## src/include/cycle_ctrl_settings.svh

```systemverilog
// Cycle control settings
`ifndef CYCLE_CTRL_SETTINGS_SVH
`define CYCLE_CTRL_SETTINGS_SVH

// Interval and length counter width
`define CTRL_CNT_W 8

// Clocks between refresh requests after reset
`define CTRL_REFRESH_DEFAULT 240

// Memory cycle length in clocks
`define CTRL_MEM_LEN_DEFAULT 6

// IO cycle length, slower than memory
`define CTRL_IO_LEN_DEFAULT 10

`endif

```

## src/cycle_ctrl_pkg.sv

```systemverilog
// Cycle control types
`default_nettype none

`include "cycle_ctrl_settings.svh"

package cycle_ctrl_pkg;

  // CPU side request levels
  typedef struct packed {
    logic crq;   // CPU wants the bus
    logic iorq;  // IO cycle, else memory
  } cpu_req_t;

  // DMA and semaphore request levels
  typedef struct packed {
    logic brq;    // DMA or external bus controller
    logic semrq;  // Semaphore, locks the next cycle
  } ext_req_t;

  // Registered grant outputs, one bit each
  typedef struct packed {
    logic cact;   // CPU active on the bus
    logic gnt;    // DMA grant
    logic refg;   // Refresh grant
    logic iod;    // IO cycle, whole cycle long
    logic mem;    // Memory cycle incl. refresh and DMA
    logic sem;    // Semaphore grant
    logic act;    // Bus active
    logic doref;  // Last cycle was a refresh
  } grant_t;

  typedef struct packed {
    logic [`CTRL_CNT_W-1:0] refresh_ival;
    logic [`CTRL_CNT_W-1:0] mem_len;
    logic [`CTRL_CNT_W-1:0] io_len;
  } cycle_cfg_t;

  // Config register select
  typedef enum logic [1:0] {
    REG_REFRESH = 2'd0,
    REG_MEM_LEN = 2'd1,
    REG_IO_LEN  = 2'd2
  } cfg_addr_t;

endpackage

`default_nettype wire

```

## src/req_sync.sv

```systemverilog
// Request level synchronizer
`timescale 1ns/1ps
`default_nettype none

module req_sync
  import cycle_ctrl_pkg::*;
#(
  parameter type T = cpu_req_t
) (
  input  wire logic CK,
  input  wire logic rst_n,
  input  wire T     d,  // Async levels from the requester
  output T          q   // Synchronized, two clocks later
);

  // First stage may go metastable
  T meta;

  always_ff @(posedge CK or negedge rst_n) begin
    if (!rst_n) begin
      meta <= T'('0);
      q    <= T'('0);
    end else begin
      meta <= d;     // Capture
      q    <= meta;  // Settled copy
    end
  end

endmodule

`default_nettype wire

```

## src/cycle_cfg_regs.sv

```systemverilog
// Cycle configuration registers
`timescale 1ns/1ps
`default_nettype none

`include "cycle_ctrl_settings.svh"

module cycle_cfg_regs
  import cycle_ctrl_pkg::*;
(
  input  wire logic                   CK,
  input  wire logic                   rst_n,
  input  wire logic                   cfg_we,     // One-cycle write strobe
  input  wire cfg_addr_t              cfg_addr,
  input  wire logic [`CTRL_CNT_W-1:0] cfg_wdata,
  output cycle_cfg_t                  cfg
);

  logic [`CTRL_CNT_W-1:0] wval;

  // Zero would mean an empty cycle or interval
  assign wval = (cfg_wdata == '0) ? `CTRL_CNT_W'(1) : cfg_wdata;

  always_ff @(posedge CK or negedge rst_n) begin
    if (!rst_n) begin
      cfg.refresh_ival <= `CTRL_CNT_W'(`CTRL_REFRESH_DEFAULT);
      cfg.mem_len      <= `CTRL_CNT_W'(`CTRL_MEM_LEN_DEFAULT);
      cfg.io_len       <= `CTRL_CNT_W'(`CTRL_IO_LEN_DEFAULT);
    end else if (cfg_we) begin
      case (cfg_addr)
        REG_REFRESH: cfg.refresh_ival <= wval;
        REG_MEM_LEN: cfg.mem_len      <= wval;
        REG_IO_LEN:  cfg.io_len       <= wval;
        default: ;  // Unused address, write dropped
      endcase
    end
  end

endmodule

`default_nettype wire

```

## src/refresh_timer.sv

```systemverilog
// Memory refresh interval timer
`timescale 1ns/1ps
`default_nettype none

`include "cycle_ctrl_settings.svh"

module refresh_timer (
  input  wire logic                   CK,
  input  wire logic                   rst_n,
  input  wire logic [`CTRL_CNT_W-1:0] refresh_ival,
  input  wire logic                   refg,         // Refresh granted
  output logic                        refrq
);

  // Down-counter, parked at zero while a request waits
  logic [`CTRL_CNT_W-1:0] cnt;

  always_ff @(posedge CK or negedge rst_n) begin
    if (!rst_n) begin
      cnt   <= `CTRL_CNT_W'(`CTRL_REFRESH_DEFAULT);
      refrq <= 1'b0;
    end else if (refg) begin
      // Served, start the next interval
      cnt   <= refresh_ival;
      refrq <= 1'b0;
    end else if (!refrq) begin
      if (cnt > `CTRL_CNT_W'(1)) begin
        cnt <= cnt - 1'b1;
      end else begin
        cnt   <= '0;    // Interval done
        refrq <= 1'b1;  // Held until refg
      end
    end
  end

endmodule

`default_nettype wire

```

## src/cycle_arbiter.sv

```systemverilog
// Bus cycle control state logic
`timescale 1ns/1ps
`default_nettype none

module cycle_arbiter
  import cycle_ctrl_pkg::*;
(
  input  wire logic     CK,
  input  wire logic     rst_n,
  input  wire logic     mr,     // Master reset, spares refresh only
  input  wire cpu_req_t cpu,    // Synchronized CPU request
  input  wire ext_req_t ext,    // Synchronized DMA and semaphore requests
  input  wire logic     refrq,
  input  wire logic     bdry,   // Bus cycle ends
  output grant_t        grant
);

  // No grant held, no lock, not at a cycle end
  logic bus_idle;

  // Set terms, numbered by priority
  logic ref_set;        // 1
  logic cpu_after_ref;  // 2
  logic dma_set;        // 3
  logic cpu_set;        // 4

  // Semaphore terms
  logic cpu_sem;
  logic dma_sem;

  logic   cpu_win;
  grant_t nxt;

  always_comb begin
    bus_idle = ~grant.cact & ~grant.gnt & ~grant.refg & ~grant.sem & ~bdry;

    ref_set       = refrq & bus_idle;
    cpu_after_ref = cpu.crq & ~refrq & grant.doref & bus_idle & ~mr;
    // DMA loses to the CPU only right after a refresh
    dma_set       = ext.brq & ~refrq & (~cpu.crq | ~grant.doref) & bus_idle & ~mr;
    cpu_set       = cpu.crq & ~refrq & ~ext.brq & bus_idle & ~mr;

    // Locked cycle goes to the CPU first, DMA only if the CPU is quiet
    cpu_sem = cpu.crq & grant.sem & ~grant.gnt & ~bdry & ~mr;
    dma_sem = ext.brq & grant.sem & ~cpu.crq & ~grant.cact & ~grant.gnt & ~bdry & ~mr;

    cpu_win = cpu_after_ref | cpu_set | cpu_sem;

    nxt.cact = cpu_win
             | (grant.cact & ~bdry & ~mr);  // Hold
    nxt.gnt  = dma_set | dma_sem
             | (grant.gnt & ~bdry & ~mr);   // Hold
    nxt.refg = ref_set
             | (grant.refg & ~bdry)         // Hold, even through mr
             | (refrq & mr);                // Always refresh during mr

    // IO qualifier lasts the whole CPU cycle
    nxt.iod = (cpu_win & cpu.iorq)
            | (grant.iod & ~bdry & ~mr);

    // Memory strobe on refresh, CPU memory and DMA cycles
    nxt.mem = nxt.refg | nxt.gnt | (nxt.cact & ~nxt.iod);

    // Set at a cycle end, cleared as act falls at the end of the locked cycle
    nxt.sem = ~mr & ((ext.semrq & bdry) | (grant.sem & ~(grant.act & bdry)));

    // One clock behind the grant
    nxt.act = (((grant.cact | grant.gnt) & ~mr) | grant.refg) & ~bdry;

    // Kept through the idle gap, dropped once the next owner is in
    nxt.doref = ~mr & ((grant.refg & bdry)
                       | (grant.doref & ~grant.cact & ~grant.gnt & ~grant.refg));
  end

  always_ff @(posedge CK or negedge rst_n) begin
    if (!rst_n) begin
      grant <= '0;
    end else begin
      grant <= nxt;
    end
  end

endmodule

`default_nettype wire

```

## src/bus_cycle_timer.sv

```systemverilog
// Bus cycle length timer
`timescale 1ns/1ps
`default_nettype none

`include "cycle_ctrl_settings.svh"

module bus_cycle_timer (
  input  wire logic                   CK,
  input  wire logic                   rst_n,
  input  wire logic                   act,      // Bus active
  input  wire logic                   iod,      // Picks the IO length
  input  wire logic [`CTRL_CNT_W-1:0] mem_len,
  input  wire logic [`CTRL_CNT_W-1:0] io_len,
  output logic                        bdry      // End of cycle pulse
);

  logic [`CTRL_CNT_W-1:0] cnt;
  logic                   busy;  // Length already loaded this cycle
  logic [`CTRL_CNT_W-1:0] len;

  assign len = iod ? io_len : mem_len;

  always_ff @(posedge CK or negedge rst_n) begin
    if (!rst_n) begin
      busy <= 1'b0;
      cnt  <= '0;
      bdry <= 1'b0;
    end else if (!act) begin
      // Idle between cycles, also after an mr abort
      busy <= 1'b0;
      cnt  <= '0;
      bdry <= 1'b0;
    end else if (!busy) begin
      // First act clock
      busy <= 1'b1;
      cnt  <= len - 1'b1;
      bdry <= (len <= `CTRL_CNT_W'(1));  // Single-clock cycle
    end else begin
      bdry <= (cnt == `CTRL_CNT_W'(1));  // Fires once, then parks at zero
      if (cnt != '0) begin
        cnt <= cnt - 1'b1;
      end
    end
  end

endmodule

`default_nettype wire

```

## src/cycle_ctrl_top.sv

```systemverilog
// Bus cycle control top level
`timescale 1ns/1ps
`default_nettype none

`include "cycle_ctrl_settings.svh"

module cycle_ctrl_top
  import cycle_ctrl_pkg::*;
(
  input  wire logic                   CK,
  input  wire logic                   rst_n,
  input  wire logic                   mr,
  input  wire cpu_req_t               cpu,        // Async CPU request
  input  wire ext_req_t               ext,        // Async DMA and semaphore
  input  wire logic                   cfg_we,
  input  wire cfg_addr_t              cfg_addr,
  input  wire logic [`CTRL_CNT_W-1:0] cfg_wdata,
  output grant_t                      grant,
  output logic                        bdry
);

  cpu_req_t   cpu_s;
  ext_req_t   ext_s;
  cycle_cfg_t cfg;
  logic       refrq;

  req_sync #(.T(cpu_req_t)) u_cpu_sync (
    .CK    (CK),
    .rst_n (rst_n),
    .d     (cpu),
    .q     (cpu_s)
  );

  req_sync #(.T(ext_req_t)) u_ext_sync (
    .CK    (CK),
    .rst_n (rst_n),
    .d     (ext),
    .q     (ext_s)
  );

  cycle_cfg_regs u_cfg (
    .CK        (CK),
    .rst_n     (rst_n),
    .cfg_we    (cfg_we),
    .cfg_addr  (cfg_addr),
    .cfg_wdata (cfg_wdata),
    .cfg       (cfg)
  );

  refresh_timer u_refresh (
    .CK           (CK),
    .rst_n        (rst_n),
    .refresh_ival (cfg.refresh_ival),
    .refg         (grant.refg),
    .refrq        (refrq)
  );

  cycle_arbiter u_arb (
    .CK    (CK),
    .rst_n (rst_n),
    .mr    (mr),
    .cpu   (cpu_s),
    .ext   (ext_s),
    .refrq (refrq),
    .bdry  (bdry),
    .grant (grant)
  );

  bus_cycle_timer u_timer (
    .CK      (CK),
    .rst_n   (rst_n),
    .act     (grant.act),
    .iod     (grant.iod),
    .mem_len (cfg.mem_len),
    .io_len  (cfg.io_len),
    .bdry    (bdry)
  );

endmodule

`default_nettype wire

```

## config.mk

```make
export PLATFORM = sky130hd
export DESIGN_NAME = cycle_ctrl_top
export DESIGN_NICKNAME = d
export VERILOG_FILES = /design/src/cycle_ctrl_pkg.sv /design/src/req_sync.sv /design/src/cycle_cfg_regs.sv /design/src/refresh_timer.sv /design/src/cycle_arbiter.sv /design/src/bus_cycle_timer.sv /design/src/cycle_ctrl_top.sv
export VERILOG_INCLUDE_DIRS = /design/src /design/src/include
export SDC_FILE = /design/constraint.sdc
export NUM_CORES = 1
export LEC_CHECK = 0
export BUFFER_PORTS_ARGS = -buffer_cell sky130_fd_sc_hd__buf_4
export CORE_ASPECT_RATIO = 1.5
export CORE_UTILIZATION = 45
export CTS_BUF_LIST = sky130_fd_sc_hd__clkbuf_4 sky130_fd_sc_hd__clkbuf_8
export DETAILED_ROUTE_END_ITERATION = 10
export GPL_ROUTABILITY_DRIVEN = 0
export PLACE_DENSITY = 0.72
export SLEW_MARGIN = 20
export SYNTH_ARGS = -nofsm -noshare
export SYNTH_HDL_FRONTEND = slang
export SYNTH_SLANG_ARGS = --single-unit
export TNS_END_PERCENT = 50
```

## constraint.sdc

```tcl
create_clock -name CK -period 3.3 [get_ports CK]
set_input_delay 0.66 -clock CK [delete_from_list [all_inputs] [get_ports CK]]
set_output_delay 0.66 -clock CK [all_outputs]
set_load 0.01 [all_outputs]
```

Yosys cells after proc, flatten, opt, wreduce, memory -nomap -nowiden

Cells that the tools add are included.

Register bits: 59
Output and inout port bits: 9

Reduce and logical (&&, ||, !) cells: 6
Bitwise gates (word level): 74
Add/sub/neg operators: 3
$lt $le $gt $ge: 2
Muxes and demuxes: 14
Equality and inequality tests: 5

Operator list:

| operator                                               | count |
|---|---|
| two-way mux 8 bit                                      | 8 |
| bitwise AND 1 bit                                      | 47 |
| subtractor 8 x 1 -> 8 bit (second input constant)      | 3 |
| bitwise OR 1 bit                                       | 15 |
| inverter 1 bit                                         | 12 |
| == test 8 x 1 -> 1 bit (second input constant)         | 1 |
| > comparator 8 x 1 -> 1 bit (second input constant)    | 1 |
| <= comparator 8 x 1 -> 1 bit (second input constant)   | 1 |
| logical NOT 8 bit                                      | 1 |
| nonzero test 8 bit                                     | 1 |
| two-way mux 1 bit                                      | 6 |
| AND reduction 2 bit                                    | 3 |
| inequality test 3 bit (second input constant)          | 1 |
| == test 2 x 1 -> 1 bit (second input constant)         | 1 |
| == test 2 bit (second input constant)                  | 1 |
| logical NOT 2 bit                                      | 1 |
| inequality test 2 x 1 -> 1 bit (second input constant) | 1 |

Logic depth before layout (Yosys ltp)

Gate-level depths: netlist of run 1.

Depth in word-level cells: 14
Depth in mapped cells: 9
Depth with buffers taken out: 7

Cells and area by module

Synthesis of run 1 repeated with hierarchy kept, for this count alone.

Cell total of the unflattened synthesis: 256
Area, all modules: 2,951.6 µm²

By module, submodules not included:

| module          | area each (µm²) | cells an instance | times used |
|---|---|---|---|
| cycle_cfg_regs  | 940.9           | 57                | 1 |
| bus_cycle_timer | 865.8           | 92                | 1 |
| refresh_timer   | 570.5           | 61                | 1 |
| cycle_arbiter   | 374.1           | 38                | 1 |
| req_sync        | 100.1           | 4                 | 2 |

Worst setup path after synthesis of run 1

No wires, ideal clock.

Path type: register -> register
Start point: reg, netlist name u_arb.grant[4]
End point: reg u_timer.cnt[6]
Stages on the path, launching flop included: 10
Clock period less this slack: 1.901 ns
Arrival time: 1.772 ns
Slack: 1.399 ns
Buffers on the path: 2
Data required time: 3.171 ns
Path through: dfrtp_1 > buf_2 > buf_2 > mux2_2 > inv_1 > ha_1 > o21ai_0 > nor2_1 > xor2_1 > a21oi_1

Word-level cells in the longest chain between the ends: 4

RTL lines:

| what                      | RTL line              | source |
|---|---|---|
| two-way mux 8 bit         | bus_cycle_timer.sv:21 | `assign len = iod ? io_len : mem_len;` |
| subtractor 8 x 1 -> 8 bit | bus_cycle_timer.sv:36 | `cnt <= len - 1'b1;` |
| two-way mux 8 bit         | bus_cycle_timer.sv:33 | `end else if (!busy) begin` |
| two-way mux 8 bit         | bus_cycle_timer.sv:28 | `end else if (!act) begin` |
| end signal: assignment    | bus_cycle_timer.sv:36 |  |
| end signal: assignment    | bus_cycle_timer.sv:41 | `cnt <= cnt - 1'b1;` |
| end: declaration          | bus_cycle_timer.sv:17 | `` logic [`CTRL_CNT_W-1:0] cnt; `` |

No other way between the ends.
A chain may end at the register's enable or synchronous reset.

Worst setup path after layout of run 1

Start point: reg, netlist name u_arb.grant[4]
End point: reg u_timer.cnt[6]

Word-level cells in the longest chain between the ends: 4

RTL lines:

| what                      | RTL line |
|---|---|
| two-way mux 8 bit         | bus_cycle_timer.sv:21 |
| subtractor 8 x 1 -> 8 bit | bus_cycle_timer.sv:36 |
| two-way mux 8 bit         | bus_cycle_timer.sv:33 |
| two-way mux 8 bit         | bus_cycle_timer.sv:28 |

No other way between the ends.

==> results of run 1 <==
worst max-delay path by stage:
stage / from / to / cells past startpoint
global route: u_arb.grant[4] / u_timer.cnt[6] / 7
finish: u_arb.grant[4] / u_timer.cnt[6] / 7
detailed placement: u_arb.grant[4] / u_timer.cnt[6] / 7
CTS: u_arb.grant[4] / u_timer.cnt[6] / 7
global placement: u_arb.grant[4] / u_timer.cnt[6] / 7
floorplan: u_arb.grant[4] / u_timer.cnt[6] / 9
where the power goes:
group / switching (mW) / internal (mW) / total (mW)
clock network: 0.280 / 0.540 / 0.819
logic: 0.405 / 0.403 / 0.808
registers: 0.238 / 0.948 / 1.19
cells in the mapped netlist, drive strengths merged, types with 2 or more instances:
| cell | count |
|---|---|
| o21ai | 13 |
| mux2 | 24 |
| nand2 | 17 |
| a21oi | 14 |
| nor4b | 2 |
| buf | 6 |
| xnor2 | 5 |
| a31oi | 5 |
| mux2i | 10 |
| nor3 | 11 |
| or4 | 2 |
| o41ai | 2 |
| dfrtp | 47 |
| nand2b | 3 |
| inv | 6 |
| nor2b | 2 |
| o21bai | 2 |
| nand3b | 2 |
| nor3b | 3 |
| dfstp | 12 |
| and3b | 2 |
| nor2 | 22 |
| o31ai | 3 |
| nand4 | 2 |
| xor2 | 3 |
| ha | 6 |
| a211oi | 6 |
| clkbuf | 3 |
| nor4 | 5 |
layer usage:
layer / global-route usage / wire length [um] / vias up
met5: 0 / 0 / -
met4: 0.0753 / 82 / 0
met3: 0.0516 / 187 / 7
met2: 0.345 / 3160 / 46
met1: 0.211 / 2350 / 1025
li1: - / - / 988
cell families after synthesis:
group / count (synthesis)
adders and majority gates: 6
and+or+nand+nor: 79
DFF: 59
AOI/OAI and AO/OA: 54
buffers and inverters: 16
xor gates and xnor gates: 8
muxes: 34
per-stage QoR:
stage                util  instance area (um2)
floorplan               -                 2850
global placement    0.503                 3090
detailed placement  0.503                 3090
CTS                 0.544                 3340
global route        0.544                 3340
finish              0.544                 3340
cell usage in the layout, fill, tap and decap left out, drive strengths merged, types with 5 or more instances in the layout:
master	count
dfrtp	47
buf	26
mux2	24
nor2	22
nand2	17
a21oi	14
o21ai	13
dfstp	12
clkbuf	12
nor3	11
mux2i	10
inv	6
a211oi	6
ha	6
a31oi	5
nor4	5
xnor2	5
critical path: cells and delay by family, from the launching register on:
family	cells	cell delay, ns
AO/OA/AOI/OAI	2	0.24
XOR/XNOR	1	0.16
adder cells (fa/ha/maj)	1	0.19
buffers and inverters	1	0.06
flip-flops	1	0.76
multiplexers	1	0.44
AND/OR/NAND/NOR	1	0.17
final cells by class:
type,instances,share of cell area
sequential,59,0.447
multi-input combinational,181,0.384
timing repair buffer,26,0.0585
clock buffer,12,0.0457
clock inverter,4,0.0292
tap,74,0.0277
inverter,7,0.00787
registers in the layout, indices dropped and copies added (netlist names):
signal / count
u_cpu_sync.meta: 2
u_timer.busy: 1
u_refresh.refrq: 1
u_ext_sync.q: 2
u_timer.bdry: 1
u_cfg.cfg: 24
u_arb.grant: 8
u_refresh.cnt: 8
u_ext_sync.meta: 2
u_timer.cnt: 8
u_cpu_sync.q: 2
==> flow_summary.json, run 1 <==
{
  "num_rows": 35,
  "grt_pass1_vias": 2041,
  "hold_depth": 0,
  "core_area_um2": 6130,
  "status": "complete, no violations",
  "synth-simple-area-share": 0.149,
  "finalSetupViolCount": 0,
  "drt_iter0_markers": 108,
  "grt_overflow": 0,
  "rr_worst_depth": 7,
  "ys_seq_area_frac": 0.523,
  "synth_area_leader_cell": "dfrtp_1",
  "critPathLaunchType": "flip-flop",
  "multiInputGateArea_um2": 1280,
  "fin_crit_sh": 0.650,
  "wl_per_cell_um": 15.9,
  "die_y_um": 99.5,
  "fin_crit_ns": 2.14,
  "synth_top_area_share": 0.412,
  "clkSinkCount": 59,
  "post_cts_buffers": 0,
  "timing.rr.end": "u_timer.cnt[6]",
  "grt_pass1_wl_mm": 9.56,
  "reg2reg_from": "u_arb.grant[4]",
  "vias": 2066,
  "grt_usage": 0.194,
  "crit_type": "flip-flop to flip-flop",
  "place_ws_ns": 1.14,
  "min_from": "u_ext_sync.meta[1]",
  "dieArea_um2": 6670,
  "ys.flop_type": "dfrtp_1",
  "synth_xor_area_frac": 0.0246,
  "numCtsBuffers": 9,
  "drtAntennaViolNets": 0,
  "cts_root_buf": "clkbuf_8",
  "final_cells": 363,
  "holdWs_ns": 0.350,
  "yosysWarningCount": 0,
  "slowest_stage": "dfrtp_1",
  "avgSynthCellArea_um2": 11.1,
  "drc": 0,
  "p_leak_nw": 1.41,
  "synth_edf_count": 0,
  "setup_slack_ns": 1.16,
  "start_util": 0.466,
  "crit_fanout": 18,
  "async_reset_ff_frac": 1.00,
  "synthAdderAreaFrac": 0.0263,
  "final.setup_skew_ns": 0.00629,
  "port_buffers": 26,
  "fp.dieW_um": 67.0,
  "htreeDepth": 3,
  "synth_compound_area_frac": 0.120,
  "hold_viol": 0,
  "antenna_found_initial": 0,
  "area_delta_synth_final_pct": 16.9,
  "ctsHoldBuffers": 0,
  "rsz0062_at_grt": "false",
  "cts_tree": "yes",
  "layout.nets": 308,
  "synth_top_family_by_area": "simple AND/OR/NAND/NOR gates",
  "maxSlewViolCount": 0,
  "first_pass_iters": 4,
  "ir_drop_v": 0.000386,
  "cp_slowest_stage_delay_ns": 0.76,
  "r2r_slack_ns": 1.16,
  "num_antenna_cells": 0,
  "synth_area_um2": 2850,
  "finalSetupTns_ns": 0,
  "hold_end": "u_ext_sync.q[1]",
  "worstPathArrival_ns": 2.35,
  "clk_path_buf_depth": 2,
  "via_per_inst": 5.69,
  "path_cells": "mux2_2 > inv_1 > ha_1 > o21ai_0 > nor2_1 > xor2_1 > a21oi_1",
  "grt_max_degree": 60,
  "hpwl_mm": 4.13,
  "synth.area.top_cells": "dfrtp_1, dfstp_2, mux2_2",
  "hp-class": "flip-flop to flip-flop",
  "cts.clk_slew.worst_paths_ns": 0.07,
  "power.total_mw": 2.81,
  "worst_pin_slew_ns": 0.725,
  "fillers": 542,
  "drv_cap": 0,
  "cts_resized": 0,
  "netlist-cell-type-count": 51,
  "relSlewSlack": 0.517,
  "clock_latency_ns": 0.33,
  "ioPinCount": 27,
  "dp.cells": 347,
  "ys_ff_latch": 59,
  "drive_gt1_frac": 0.287,
  "muxShareOfSynthArea": 0.130,
  "routed_wl_mm": 5.77,
  "regArea_um2": 1490,
  "required_ns": 3.51,
  "fmax_mhz": 466,
  "synthesis.nets": 280,
  "end_kind": "flip-flop",
  "p_per_area_nw_per_um2": 843,
  "netlist_instances": 256
}
(Power assumes the default switching activity.)
==> run 2: changes to the inputs <==
--- a/config.mk
+++ b/config.mk
@@ -6,6 +6,7 @@
 export SDC_FILE = /design/constraint.sdc
 export NUM_CORES = 1
 export LEC_CHECK = 0
+export ABC_AREA = 1
 export BUFFER_PORTS_ARGS = -buffer_cell sky130_fd_sc_hd__buf_4
 export CORE_ASPECT_RATIO = 1.5
 export CORE_UTILIZATION = 45
==> constraint.sdc (replaced) <==
create_clock -name CK -period 2.04 [get_ports CK]
set_input_delay 0.408 -clock CK [delete_from_list [all_inputs] [get_ports CK]]
set_output_delay 0.408 -clock CK [all_outputs]
set_load 0.01 [all_outputs]
==> run 2 against run 1 <==
Net effect: clock power rose by 31%; largest cell class unchanged; synthesized area is 7.1% higher; clock skew is essentially flat; maximum frequency grew 29%; via count is 25% higher; critical path type unchanged; synthesized cell count up 53%; core utilization fell by 0.56 points; clock-buffer cell count fell by 1; hold slack lost 0.23 ns; worst setup slack lost 0.78 ns.
==> flow_summary.json, run 2 <==
{
  "largest_register_ffs": 24,
  "ctsHoldBuffers": 0,
  "reg2reg_from": "u_arb.grant[4]",
  "p_leak_nw": 1.79,
  "hp-class": "input port to asynchronous set/reset pin",
  "cts_root_buf": "clkbuf_8",
  "netlist_instances": 392,
  "r2r_slack_ns": 0.38,
  "numCtsBuffers": 9,
  "finalSetupTns_ns": 0,
  "post_cts_buffers": 0,
  "synthesis.nets": 416,
  "top_register": "u_cfg.cfg",
  "drv_cap": 0,
  "end_kind": "flip-flop",
  "final.setup_skew_ns": 0.00608,
  "num_antenna_cells": 0,
  "grt_max_degree": 60,
  "grt_overflow": 0,
  "routed_wl_mm": 6.28,
  "yosysMostFrequentCell": "nand2_1",
  "fmax_mhz": 601,
  "worst_pin_slew_ns": 0.725,
  "area_delta_synth_final_pct": 15.1,
  "grt_pass1_wl_mm": 10.9,
  "post_dp_cell_area_um2": 3320,
  "ys_ff_latch": 59,
  "synth.area.top_cells": "dfrtp_1, nand2_1, dfstp_2",
  "netlist-cell-type-count": 27,
  "drt_iter0_markers": 169,
  "async_reset_ff_frac": 1.00,
  "synth_area_leader_cell": "dfrtp_1",
  "fin_crit_sh": 0.816,
  "avgSynthCellArea_um2": 7.80,
  "ys.flop_type": "dfrtp_1",
  "maxSlewViolCount": 0,
  "worstPathArrival_ns": 1.90,
  "clock_latency_ns": 0.34,
  "vias": 2574,
  "layout.nets": 449,
  "fillers": 620,
  "synth_area_um2": 3060,
  "final_cell_mix": "nand2_1, inv_1, dfrtp_1, o21ai_0, nand3_1",
  "busiest_layer": "met2",
  "status": "complete, no violations",
  "grt_usage": 0.197,
  "fin_crit_ns": 1.66,
  "die_y_um": 103,
  "fp.dieW_um": 69.3,
  "use_met2": 0.346,
  "clkSinkCount": 59,
  "ir_drop_v": 0.000419,
  "hold_viol": 0,
  "critPathLaunchType": "flip-flop",
  "drtAntennaViolNets": 0,
  "synth_edf_count": 0,
  "drc": 0,
  "relSlewSlack": 0.516,
  "rr_worst_depth": 7,
  "start_util": 0.468,
  "timing.rr.end": "u_timer.cnt[4]",
  "hpwl_mm": 4.60,
  "ioPinCount": 27,
  "power.total_mw": 4.46,
  "clk_path_buf_depth": 2,
  "core_area_um2": 6530,
  "fin_area_um2": 3520,
  "htreeDepth": 3,
  "layout.cells.most_common": "nand2_1",
  "place_ws_ns": 0.380,
  "num_rows": 36,
  "crit_fanout": 7,
  "via_per_inst": 5.09,
  "p_per_area_nw_per_um2": 1270,
  "synthTopCellsByCount": "nand2_1, inv_1, dfrtp_1, o21ai_0, nand3_1",
  "required_ns": 2.28,
  "port_buffers": 26,
  "crit_type": "flip-flop to flip-flop",
  "rsz0062_at_grt": "false",
  "dieArea_um2": 7140,
  "synth_top_area_share": 0.385,
  "yosysWarningCount": 0,
  "first_pass_iters": 4,
  "cts.clk_slew.worst_paths_ns": 0.07,
  "met3_usage": 0.0323,
  "setup_slack_ns": 0.376,
  "cts_tree": "yes",
  "drive_gt1_frac": 0.167,
  "wl_per_cell_um": 12.4,
  "grtUsageMet1": 0.227,
  "grt_pass1_vias": 2509,
  "antenna_found_initial": 0,
  "ys_seq_area_frac": 0.488,
  "finalSetupViolCount": 0,
  "cts_resized": 0
}
-- run 2: cell types whose count changed in the layout (fill, tap and decap cells not counted), sizes merged, moves of 4 or more --
cell / before / now
inv: 6 / 70
nand2: 17 / 105
mux2: 24 / 0
nand3: 1 / 37
nor4: 5 / 0
nor2: 22 / 29
nor3: 11 / 6
a21oi: 14 / 10
a211oi: 6 / 0
o21ai: 13 / 44
a31oi: 5 / 0
xnor2: 5 / 0
mux2i: 10 / 0
-- run 2: area by class of cell --
cell class	count	area (um2)	share of cell area
clock inverters	5	51.3	0.0146
inverters	70	263	0.0747
well taps	76	95.1	0.0270
flip-flops and latches	59	1490	0.424
clock buffers	11	151	0.0430
repair buffers	29	218	0.0619
multi-input cells	256	1250	0.355
-- run 2: power by group --
| group | internal [mW] | switching [mW] | total [mW] |
|---|---|---|---|
| Sequential | 1.52 | 0.239 | 1.76 |
| Combinational | 0.612 | 1.02 | 1.63 |
| Clock | 0.621 | 0.453 | 1.07 |
-- run 2: layer usage --
layer | share of wire | vias to the layer above
li1 | - | 1301
met1 | 0.43 | 1196
met2 | 0.51 | 61
met3 | 0.032 | 16
met4 | 0.030 | 0
met5 | 0 | -
-- run 2: worst max-delay path by stage --
| stage | startpoint | cells past startpoint | endpoint |
|---|---|---|---|
| 2_1_floorplan | u_arb.grant[4] | 9 | u_timer.cnt[4] |
| 3_3_place_gp | u_arb.grant[4] | 10 | u_timer.cnt[5] |
| 3_5_place_dp | u_arb.grant[4] | 10 | u_timer.cnt[5] |
| 4_1_cts | u_arb.grant[4] | 10 | u_timer.cnt[5] |
| 5_1_grt | u_arb.grant[4] | 10 | u_timer.cnt[5] |
| 6_report | u_arb.grant[4] | 7 | u_timer.cnt[4] |
-- run 2: worst max-delay path, cell delays in order, from the launching register on --
cell and delay, ns:
dfrtp_1 0.46, o21ai_1 0.32, ha_1 0.29, inv_1 0.09, o21ai_0 0.19, nand3_1 0.10
nand3_1 0.08, inv_1 0.04
-- run 2: through the flow --
| stage | cells | hold WS (ns) | utilization |
|---|---|---|---|
| after floorplan | 392 | 0.112 | - |
| after global placement | 490 | 0.333 | 0.508 |
| after detailed placement | 490 | 0.335 | 0.508 |
| after CTS | 506 | 0.152 | 0.539 |
| after global routing | 506 | 0.165 | 0.539 |
| final | 506 | 0.117 | 0.539 |
-- run 2: cells by family after synthesis --
kind of cell	count (synthesis)	synth area share
compound gates	62	0.110
xor+xnor	5	0.0143
fa+ha+maj	6	0.0245
buf+inv	77	0.104
flops	59	0.488
simple gates	183	0.259
==> run 3: changes to the inputs <==
--- a/config.mk
+++ b/config.mk
@@ -6,7 +6,7 @@
 export SDC_FILE = /design/constraint.sdc
 export NUM_CORES = 1
 export LEC_CHECK = 0
-export ABC_AREA = 1
+export ABC_AREA = 0
 export BUFFER_PORTS_ARGS = -buffer_cell sky130_fd_sc_hd__buf_4
 export CORE_ASPECT_RATIO = 1.5
 export CORE_UTILIZATION = 45
==> constraint.sdc (replaced) <==
create_clock -name CK -period 1.55 [get_ports CK]
set_input_delay 0.31 -clock CK [delete_from_list [all_inputs] [get_ports CK]]
set_output_delay 0.31 -clock CK [all_outputs]
set_load 0.01 [all_outputs]
==> run 3 against run 2 <==
Net effect: the flow now finishes with violations (setup timing); power is 51% higher; core utilization rose by 8.8 points; clock power increased by 48%; first-iteration DRC count down 62%; design area rose by 9.3%.
==> flow_summary.json, run 3 (synthesis gave the netlist of run 1 again) <==
{
  "status": "complete, but fails checks",
  "violations": "setup timing",
  "relSlewSlack": 0.711,
  "hold_end": "u_ext_sync.meta[0]",
  "drtAntennaViolNets": 0,
  "grt_overflow": 0,
  "timing.rr.end": "u_refresh.cnt[4]",
  "grt_usage": 0.215,
  "clkPwrFrac": 0.234,
  "grt_pass1_wl_mm": 10.5,
  "grt_pass1_vias": 2317,
  "htreeDepth": 3,
  "num_rows": 35,
  "comb_power_share": 0.413,
  "clock_latency_ns": 0.35,
  "grtUsageMet1": 0.231,
  "fmax_mhz": 596,
  "crit_type": "flip-flop to flip-flop",
  "cts_root_buf": "clkbuf_8",
  "fp.dieW_um": 67.0,
  "num_antenna_cells": 0,
  "worst_pin_slew_ns": 0.431,
  "swShare": 0.348,
  "hold_viol": 0,
  "crit_fanout": 2,
  "grt_max_degree": 42,
  "wl_per_cell_um": 15.8,
  "hp-class": "input port to flip-flop",
  "fin_crit_ns": 1.68,
  "rsz0062_at_grt": "true",
  "layout.cells.most_common": "buf_4",
  "largest_register_ffs": 24,
  "clk_path_buf_depth": 2,
  "cts_tree": "yes",
  "die_y_um": 99.5,
  "drive_gt1_frac": 0.476,
  "min_from": "ext[0]",
  "rr_worst_depth": 7,
  "final.setup_skew_ns": 0.0103,
  "drv_cap": 0,
  "critPathLaunchType": "flip-flop",
  "antenna_found_initial": 0,
  "start_util": 0.466,
  "use_met2": 0.371,
  "via_per_inst": 5.61,
  "path_cells": "inv_2 > ha_2 > or2_4 > a31oi_4 > or3b_4 > a21oi_2 > a21o_1",
  "drt_iter0_markers": 64,
  "top_register": "u_cfg.cfg",
  "first_pass_iters": 4,
  "ioPinCount": 27,
  "routed_wl_mm": 6.47,
  "setup_slack_ns": -0.129,
  "busiest_layer": "met2",
  "p_leak_nw": 1.66,
  "area_delta_synth_final_pct": 34.7,
  "end_kind": "flip-flop",
  "intPower_mw": 4.39,
  "place_ws_ns": -0.188,
  "cp_slowest_stage_delay_ns": 0.40,
  "r2r_slack_ns": -0.13,
  "slowest_stage": "or3b_4",
  "p_sw_mw": 2.34,
  "ir_drop_v": 0.00124,
  "cts.clk_slew.worst_paths_ns": 0.07,
  "layout.nets": 353,
  "hold_depth": 1,
  "reg2reg_from": "u_refresh.cnt[1]",
  "worstPathArrival_ns": 1.96,
  "finalSetupViolCount": 9,
  "numCtsBuffers": 9,
  "required_ns": 1.83,
  "hpwl_mm": 4.55,
  "dieArea_um2": 6670,
  "final_cell_mix": "buf_4, dfrtp_1, mux2_2, nor2_1, nand2_1",
  "core_area_um2": 6130,
  "pwr-share-seq": 0.353,
  "clkSinkCount": 59,
  "port_buffers": 26,
  "maxSlewViolCount": 0,
  "fin_crit_sh": 1.08,
  "holdWs_ns": 0.0706,
  "drc": 0,
  "vias": 2290,
  "met3_usage": 0.0516,
  "utilization": 0.627,
  "p_per_area_nw_per_um2": 1750
}
[run 3: cell count changes in the layout (fill, tap and decap cells not counted), moves of 5 or more]
| cell | change |
|---|---|
| buf_4 | +38 |
| xnor2_1 | +5 |
| nand3_1 | -36 |
| nor2_1 | -6 |
| o21ai_0 | -28 |
| inv_1 | -66 |
| nand2_1 | -83 |
| mux2i_1 | +10 |
| nand2_2 | -5 |
| mux2_2 | +23 |
| a211oi_1 | +5 |
[run 3: final cells by class]
cell class,count,area [um2]
clock buffer,9,124
clock inverter,7,100
fill,495,2290
inverter,7,26.3
multi-input combinational,181,1450
sequential,59,1490
tap,74,92.6
timing repair buffer,71,556
[run 3: worst max path at each step]
stage                                 from                to
after global routing      u_refresh.cnt[0]  u_refresh.cnt[4]
after global placement      u_arb.grant[4]      u_timer.bdry
after detailed placement    u_arb.grant[4]      u_timer.bdry
final                     u_refresh.cnt[1]  u_refresh.cnt[4]
after CTS                 u_refresh.cnt[1]  u_refresh.cnt[4]
after floorplan           u_refresh.cnt[0]  u_refresh.cnt[4]
[run 3: through the flow]
step | instance area (um2) | setup TNS (ns) | total power, mW | cells
2_1_floorplan | 2920 | -0.533 | 3.87 | 256
3_3_place_gp | 3440 | -0.298 | 4.79 | 386
3_5_place_dp | 3440 | -0.582 | 4.89 | 386
4_1_cts | 3780 | -0.526 | 6.63 | 408
5_1_grt | 3840 | -1.64 | 7.15 | 408
6_report | 3840 | -0.496 | 6.74 | 408
[run 3: critical path: cells and delay by family (launching register included)]
kind | cells | cell delay (ns)
AO/OA/AOI/OAI | 3 | 0.37
adder cells (fa/ha/maj) | 1 | 0.18
buffers and inverters | 1 | 0.06
flip-flops | 1 | 0.36
AND/OR/NAND/NOR | 2 | 0.66
[run 3: routing by layer]
metal  vias to the layer above  share of wire
met2                        39           0.55
met1                      1151           0.40
li1                       1080              -
met5                         -              0
met4                         0          0.030
met3                        20          0.025
[run 3: power by group through the flow]
stage / Combinational (mW) / Sequential [mW] / Clock [mW]
global route: 3.03 / 2.44 / 1.68
floorplan: 1.52 / 2.35 / 0
detailed placement: 2.53 / 2.36 / 0
finish: 2.78 / 2.38 / 1.58
global placement: 2.45 / 2.34 / 0
CTS: 2.67 / 2.35 / 1.60
[run 3: repair_timing]
item	CTS	global route
hold buffers	1	0
pin swaps	14	3
hold endpoints to repair	18	0
setup buffers	5	0
setup endpoints to repair	11	19
resized for setup	16	15
